File: src/audio_pkg.sv
package audio_pkg;

    // Width of a host duty value and of a stream sample
    localparam int sample_w = 12;

    typedef logic [sample_w-1:0] duty_t;

    // One PWM period covers every duty count
    localparam int pwm_period = 4096;

    // Stream sample buffer
    localparam int fifo_depth = 4;

    // Occupancy needs one bit more than the address to hold a full FIFO
    typedef logic [$clog2(fifo_depth):0] fifo_count_t;

    // Command to the PWM generator, taken once per period
    typedef struct packed {
        duty_t duty;
        logic  mute;
    } pwm_cmd_t;

    // Source selection of the DAC controller
    // DAC_REG takes host duty values over req/ack
    // DAC_STREAM pops one FIFO sample per period
    // DAC_STARVED found the FIFO empty and holds the last duty
    typedef enum logic [1:0] {
        DAC_REG,
        DAC_STREAM,
        DAC_STARVED
    } dac_state_t;

endpackage

File: src/board_pkg.sv
package board_pkg;

    // Push buttons on the board
    // Button 0 is reset, 1 selects the source, 2 mutes, 3 clears underrun
    localparam int num_buttons = 4;

    // Debounce timing, kept short so the board and the simulation share it
    // Cycles between two samples of the synchronized button level
    localparam int sample_count_max = 8;

    // Consecutive high samples before a button counts as pressed
    localparam int pulse_count_max = 4;

    typedef logic [num_buttons-1:0] button_vec_t;

    // Status shown on the board LEDs, MSB first
    typedef struct packed {
        logic source_stream;
        logic muted;
        logic underrun;
        logic fifo_empty;
    } led_status_t;

endpackage

File: src/audio_top.sv
module audio_top import board_pkg::*, audio_pkg::*; (
    input  logic        cpu_clk_g,
    input  logic        rst,
    input  button_vec_t buttons,
    input  duty_t       duty_cycle,
    input  logic        req,
    input  duty_t       wave,
    input  logic        wave_valid,
    output logic        ack,
    output logic        wave_full,
    output logic        pwm,
    output led_status_t leds
);

    logic        sys_rst;
    button_vec_t presses;
    logic        empty;
    duty_t       rd_data;
    logic        rd_en;
    logic        period_end;
    pwm_cmd_t    cmd;

    // Reset comes from the rst input or the debounced reset button
    button_parser u_button_parser (
        .cpu_clk_g(cpu_clk_g),
        .rst      (rst),
        .buttons  (buttons),
        .sys_rst  (sys_rst),
        .presses  (presses)
    );

    wave_fifo u_wave_fifo (
        .cpu_clk_g(cpu_clk_g),
        .sys_rst  (sys_rst),
        .wr_en    (wave_valid),
        .wr_data  (wave),
        .full     (wave_full),
        .rd_en    (rd_en),
        .rd_data  (rd_data),
        .empty    (empty)
    );

    dac_ctrl u_dac_ctrl (
        .cpu_clk_g (cpu_clk_g),
        .sys_rst   (sys_rst),
        .presses   (presses),
        .duty_cycle(duty_cycle),
        .req       (req),
        .ack       (ack),
        .empty     (empty),
        .rd_data   (rd_data),
        .rd_en     (rd_en),
        .period_end(period_end),
        .cmd       (cmd),
        .leds      (leds)
    );

    pwm_gen u_pwm_gen (
        .cpu_clk_g (cpu_clk_g),
        .sys_rst   (sys_rst),
        .cmd       (cmd),
        .period_end(period_end),
        .pwm       (pwm)
    );

endmodule

File: src/button_parser.sv
module button_parser import board_pkg::*; (
    input  logic        cpu_clk_g,
    input  logic        rst,
    input  button_vec_t buttons,
    output logic        sys_rst,
    output button_vec_t presses
);

    typedef logic [$clog2(pulse_count_max+1)-1:0] press_cnt_t;

    logic        sample_tick;
    button_vec_t sync_1;
    button_vec_t sync_2;
    button_vec_t clean;
    button_vec_t clean_q;
    press_cnt_t  press_cnt [num_buttons];

    sample_timer u_sample_timer (
        .cpu_clk_g  (cpu_clk_g),
        .rst        (rst),
        .sample_tick(sample_tick)
    );

    // Two flop synchronizer, the buttons are asynchronous to the board clock
    always_ff @(posedge cpu_clk_g) begin
        sync_1 <= buttons;
        sync_2 <= sync_1;
    end

    // Saturating count of high samples per button
    always_ff @(posedge cpu_clk_g) begin
        if (rst) begin
            for (int i = 0; i < num_buttons; i++) begin
                press_cnt[i] <= '0;
            end
        end else if (sample_tick) begin
            for (int i = 0; i < num_buttons; i++) begin
                if (!sync_2[i]) begin
                    press_cnt[i] <= '0;
                end else if (press_cnt[i] != press_cnt_t'(pulse_count_max)) begin
                    press_cnt[i] <= press_cnt[i] + 1'b1;
                end
            end
        end
    end

    always_comb begin
        for (int i = 0; i < num_buttons; i++) begin
            clean[i] = (press_cnt[i] == press_cnt_t'(pulse_count_max));
        end
    end

    // Held reset button keeps the whole design in reset
    assign sys_rst = rst | clean[0];

    // One cycle pulse on each rising edge, button 0 gives no press
    always_ff @(posedge cpu_clk_g) begin
        if (rst) begin
            clean_q <= '0;
            presses <= '0;
        end else begin
            clean_q <= clean;
            presses <= clean & ~clean_q & {{(num_buttons-1){1'b1}}, 1'b0};
        end
    end

endmodule

File: src/dac_ctrl.sv
module dac_ctrl import board_pkg::*, audio_pkg::*; (
    input  logic        cpu_clk_g,
    input  logic        sys_rst,
    input  button_vec_t presses,
    input  duty_t       duty_cycle,
    input  logic        req,
    output logic        ack,
    input  logic        empty,
    input  duty_t       rd_data,
    output logic        rd_en,
    input  logic        period_end,
    output pwm_cmd_t    cmd,
    output led_status_t leds
);

    dac_state_t state;
    logic       mute;
    logic       underrun;

    always_ff @(posedge cpu_clk_g) begin
        if (sys_rst) begin
            state    <= DAC_REG;
            cmd      <= '0;
            mute     <= 1'b0;
            underrun <= 1'b0;
            ack      <= 1'b0;
            rd_en    <= 1'b0;
        end else begin
            ack   <= 1'b0;
            rd_en <= 1'b0;

            // Period boundary, the command below holds for the whole next period
            if (period_end) begin
                cmd.mute <= mute;
                case (state)
                    DAC_REG: begin
                        if (req) begin
                            cmd.duty <= duty_cycle;
                            ack      <= 1'b1;
                        end
                    end
                    default: begin
                        if (!empty) begin
                            cmd.duty <= rd_data;
                            rd_en    <= 1'b1;
                            state    <= DAC_STREAM;
                        end else begin
                            // Keep the old duty until samples arrive
                            state    <= DAC_STARVED;
                            underrun <= 1'b1;
                        end
                    end
                endcase
            end

            // Source toggle, wins over the boundary update of the state
            if (presses[1]) begin
                state <= (state == DAC_REG) ? DAC_STREAM : DAC_REG;
            end
            if (presses[2]) begin
                mute <= !mute;
            end
            if (presses[3]) begin
                underrun <= 1'b0;
            end
        end
    end

    assign leds.source_stream = (state != DAC_REG);
    assign leds.muted         = mute;
    assign leds.underrun      = underrun;
    assign leds.fifo_empty    = empty;

    // Only one duty source is taken per period
    a_one_source: assert property (@(posedge cpu_clk_g) disable iff (sys_rst)
        !(ack && rd_en));

endmodule

File: src/pwm_gen.sv
module pwm_gen import audio_pkg::*; (
    input  logic     cpu_clk_g,
    input  logic     sys_rst,
    input  pwm_cmd_t cmd,
    output logic     period_end,
    output logic     pwm
);

    duty_t cnt;

    // Last count of the period, the controller swaps the command here
    assign period_end = (cnt == duty_t'(pwm_period - 1));

    always_ff @(posedge cpu_clk_g) begin
        if (sys_rst) begin
            cnt <= '0;
        end else begin
            // Wraps to 0 on its own after pwm_period counts
            cnt <= cnt + 1'b1;
        end
    end

    // Registered pin, so the high time lags the count by one cycle
    // At the last count no duty compares high, so the period starts low
    always_ff @(posedge cpu_clk_g) begin
        if (sys_rst) begin
            pwm <= 1'b0;
        end else begin
            pwm <= !cmd.mute && (cnt < cmd.duty);
        end
    end

    // A new period always begins at count 0
    a_period_wrap: assert property (@(posedge cpu_clk_g) disable iff (sys_rst)
        period_end |=> (cnt == '0));

endmodule

File: src/sample_timer.sv
module sample_timer import board_pkg::*; (
    input  logic cpu_clk_g,
    input  logic rst,
    output logic sample_tick
);

    typedef logic [$clog2(sample_count_max)-1:0] sample_cnt_t;

    sample_cnt_t cnt;

    always_ff @(posedge cpu_clk_g) begin
        if (rst) begin
            cnt         <= '0;
            sample_tick <= 1'b0;
        end else begin
            // Tick once per wrap of the counter
            if (cnt == sample_cnt_t'(sample_count_max - 1)) begin
                cnt         <= '0;
                sample_tick <= 1'b1;
            end else begin
                cnt         <= cnt + 1'b1;
                sample_tick <= 1'b0;
            end
        end
    end

    // Debounce counters rely on ticks being spaced apart
    a_tick_single: assert property (@(posedge cpu_clk_g) disable iff (rst)
        sample_tick |=> !sample_tick);

endmodule

File: src/wave_fifo.sv
module wave_fifo import audio_pkg::*; (
    input  logic  cpu_clk_g,
    input  logic  sys_rst,
    input  logic  wr_en,
    input  duty_t wr_data,
    output logic  full,
    input  logic  rd_en,
    output duty_t rd_data,
    output logic  empty
);

    typedef logic [$clog2(fifo_depth)-1:0] fifo_ptr_t;

    duty_t       mem [fifo_depth];
    fifo_ptr_t   wr_ptr;
    fifo_ptr_t   rd_ptr;
    fifo_count_t count;
    logic        do_wr;
    logic        do_rd;

    assign full  = (count == fifo_count_t'(fifo_depth));
    assign empty = (count == '0);

    // Writes while full are dropped
    assign do_wr = wr_en && !full;
    assign do_rd = rd_en && !empty;

    // First word fall through, the head entry is always on the output
    assign rd_data = mem[rd_ptr];

    always_ff @(posedge cpu_clk_g) begin
        if (do_wr) begin
            mem[wr_ptr] <= wr_data;
        end
    end

    always_ff @(posedge cpu_clk_g) begin
        if (sys_rst) begin
            wr_ptr <= '0;
            rd_ptr <= '0;
            count  <= '0;
        end else begin
            if (do_wr) wr_ptr <= wr_ptr + 1'b1;
            if (do_rd) rd_ptr <= rd_ptr + 1'b1;
            case ({do_wr, do_rd})
                2'b10:   count <= count + 1'b1;
                2'b01:   count <= count - 1'b1;
                default: count <= count;
            endcase
        end
    end

    // The DAC controller must only pop a sample it has seen
    a_no_pop_empty: assert property (@(posedge cpu_clk_g) disable iff (sys_rst)
        !(rd_en && empty));

    a_count_range: assert property (@(posedge cpu_clk_g) disable iff (sys_rst)
        count <= fifo_count_t'(fifo_depth));

endmodule
File: config.mk
export PLATFORM = sky130hd
export DESIGN_NAME = audio_top
export DESIGN_NICKNAME = d
export VERILOG_FILES = /design/src/audio_pkg.sv /design/src/board_pkg.sv /design/src/audio_top.sv /design/src/button_parser.sv /design/src/dac_ctrl.sv /design/src/pwm_gen.sv /design/src/sample_timer.sv /design/src/wave_fifo.sv
export SDC_FILE = /design/constraint.sdc
export NUM_CORES = 1
export LEC_CHECK = 0
export ABC_CLOCK_PERIOD_IN_PS = 3400
export BUFFER_PORTS_ARGS = -buffer_cell sky130_fd_sc_hd__buf_2
export CAP_MARGIN = 20
export CORE_ASPECT_RATIO = 0.75
export CORE_UTILIZATION = 35
export CTS_BUF_LIST = sky130_fd_sc_hd__clkbuf_2 sky130_fd_sc_hd__clkbuf_4 sky130_fd_sc_hd__clkbuf_8
export DETAILED_ROUTE_END_ITERATION = 10
export PLACE_DENSITY = 0.56
export SYNTH_ARGS = -nofsm -noshare
export SYNTH_HDL_FRONTEND = slang
export SYNTH_SLANG_ARGS = --single-unit
File: constraint.sdc
create_clock -name cpu_clk_g -period 3.4 [get_ports cpu_clk_g]
set_input_delay 0.34 -clock cpu_clk_g [delete_from_list [all_inputs] [get_ports cpu_clk_g]]
set_output_delay 0.34 -clock cpu_clk_g [all_outputs]
set_load 0.02 [all_outputs]
==> flow_summary.ini <==
[status]
status = finished, final reports clean

[critical_path]
cp_data_required_time_ns = 3.06
crit_path_end_kind = primary output
worstPathArrival_ns = 1.86
path_max_fanout = 26
critPathLaunchType = flip-flop
reg2reg_slack_ns = 1.22
critPathKind = flip-flop to primary output

[sta]
fin_crit_sh_pct = 64.7
tightest_slew_ns = 0.898
period_needed_ns = 2.20
slew_violations = 0
hold_ws_ns = 0.115
setup_viol = 0
clock.fmax_ghz = 0.455
slew_headroom_pct = 40.1
finalHoldViolCount = 0
rsz0062_at_grt = false
finClkSkew_ns = 0.0103
tns_ns = 0

[layout]
antennaDiodeCount = 0
finalNonFillerCells = 667
fin_nets = 519
final_layout_size_suffix_gt1_share_pct = 17.2
fillers = 1340
area_delta_synth_final_pct = 14.6

[synth]
syn_inst = 415
yosys_warnings = 0
ys_seq_area_share_pct = 58.2
synth_area_sq_mm = 0.00512
yosys.area.top_type = edfxtp_1
syn-mean-instance-area_sq_um = 12.3
synth_enable_flop_cells = 60
synthFlopType = edfxtp_1
synth_top_area_share_pct = 35.2
synthTopCellsByArea = edfxtp_1, dfxtp_1, ha_1
synth_cell_types = 47
yosysMostFrequentCell = edfxtp_1
synth_seq_cells = 119
synth_fp_nets = 475
yosys-top-cells-count = edfxtp_1, dfxtp_1, nor2_1, inv_1, a21oi_1
synthArstFlopShare_pct = 0

[detailed_routing]
drt_iter0_markers = 164
vias = 3154
routed_wl_um = 9240
viasPerCell = 4.73
drc = 0
ant_nets = 0
routedWlPerCell_um = 13.8
drt_pass1_iterations = 4

[power]
pwr-share-seq_pct = 52.2
switching_power_uw = 718
internal_power_uw = 2300
switching_share_pct = 23.8
power_density_mw_per_mm2 = 514
ir_drop_mv = 0.256
total_power_uw = 3020
combinationalPowerShare_pct = 5.2
p_clk_share_pct = 42.6
p_leak_uw = 0.00224

[hold_path]
hp-class = primary input to flip-flop

[place]
dp.cells = 631
place_hpwl_um = 6390
portBuffers = 38
routabilityCongestion = 0.766

[global_route]
grt_usage_pct = 13.5
grt_max_degree = 27
grt_antenna_before_repair = 0
grt-ovfl-total = 0
grt_pass1_vias = 2963
grt_first_pass_wirelength_um = 15200

[cts]
clk_pin_slew_ns = 0.07
cts_root_buffer = clkbuf_8
cts_buffers = 17
holdBufCountCts = 4
cts_tree = yes
clkLatencyLatePin_ns = 0.44
cts_max_level = 4
cts-resized-gates = 0
numClockSinks = 119
clockBufferDepth = 2
cts_setup_buffers = 0

[floorplan]
coreArea_sq_mm = 0.0140
ios = 39
die_h_um = 107
num_rows = 37
initial_utilization_pct = 36.7
die-area_sq_mm = 0.0151
chipWidth_um = 142

[run]
cap_violations = 0
## sequential cells by signal (all words and copies together) (netlist names), 3 cells and up, named ones only
signal	count
u_button_parser.u_sample_timer.cnt	3
u_button_parser.presses	3
u_pwm_gen.cnt	12
u_button_parser.clean_q	3
u_button_parser.press_cnt	12
u_wave_fifo.count	3
u_button_parser.sync_1	4
u_wave_fifo.mem	48
u_dac_ctrl.cmd	13
u_button_parser.sync_2	4
## power by group through the flow
stage	logic (uW)	clock network, uW	registers (uW)
finish	157	1290	1580
global route	178	1380	1580
CTS	159	1310	1580
detailed placement	155	0	1610
global placement	151	0	1610
floorplan	103	0	1600
## cells in the final DEF (no fill, tap or decap), drive strengths merged, types with 7 or more instances in the layout
cell type / n
edfxtp: 60
dfxtp: 59
nor2: 42
inv: 42
buf: 39
a21oi: 33
ha: 27
nand2: 21
clkbuf: 19
a2111oi: 13
xor2: 12
mux4: 12
nand3: 11
and2: 7
clkinv: 7
## metrics by stage
stage | utilization [%] | cell area [sq um] | worst slack, ns
floorplan | - | 5120 | 0.935
global placement | 38.8 | 5430 | 1.34
detailed placement | 38.8 | 5430 | 1.22
CTS | 42.0 | 5870 | 1.18
global route | 42.0 | 5870 | 0.984
finish | 42.0 | 5870 | 1.20
## area by class of cell
type                    instances  area, sq um  share of cell area [%]
inverters                      41          154                    2.62
repair buffers                 43          238                    4.05
flip-flops and latches        119         2980                    50.8
well taps                     195          244                    4.15
multi-input cells             237         1850                    31.5
clock buffers                  19          255                    4.35
clock inverters                13          149                    2.53
## critical path, cell delays in order, from the launching register on
cell,delay (ns)
dfxtp_1,0.35
nor2_4,0.18
clkinv_1,0.52
buf_2,0.37
## worst paths after layout
kind / cells after the start / start / end
worst max-delay path: 3 / u_dac_ctrl.state[1] / leds[3]
worst min-delay path: 1 / wave[8] / u_wave_fifo.mem[1][8]
worst max register to register: 9 / u_wave_fifo.count[2] / u_wave_fifo.count[2]
worst min register to register: 0 / u_button_parser.sync_1[0] / u_button_parser.sync_2[0]
## per-layer routing
metal	vias to the layer above	track usage, %	share of wire, %	wire length, um
met1	1481	18.4	51	4690
li1	1580	-	-	-
met3	14	3.97	4.4	404
met4	0	7.14	1.7	158
met2	79	19.4	43	3980
met5	-	0	0	0
## kinds of logic after synthesis
kind of cell	count (synthesis)	synth area share [%]
multiplexers	18	7.18
AND/OR/NAND/NOR	119	12.3
buffers and inverters	59	5.66
AO/OA/AOI/OAI	56	6.96
adder cells (fa/ha/maj)	28	6.98
flip-flops	119	58.2
XOR/XNOR	16	2.73
(Power assumes the default switching activity.)
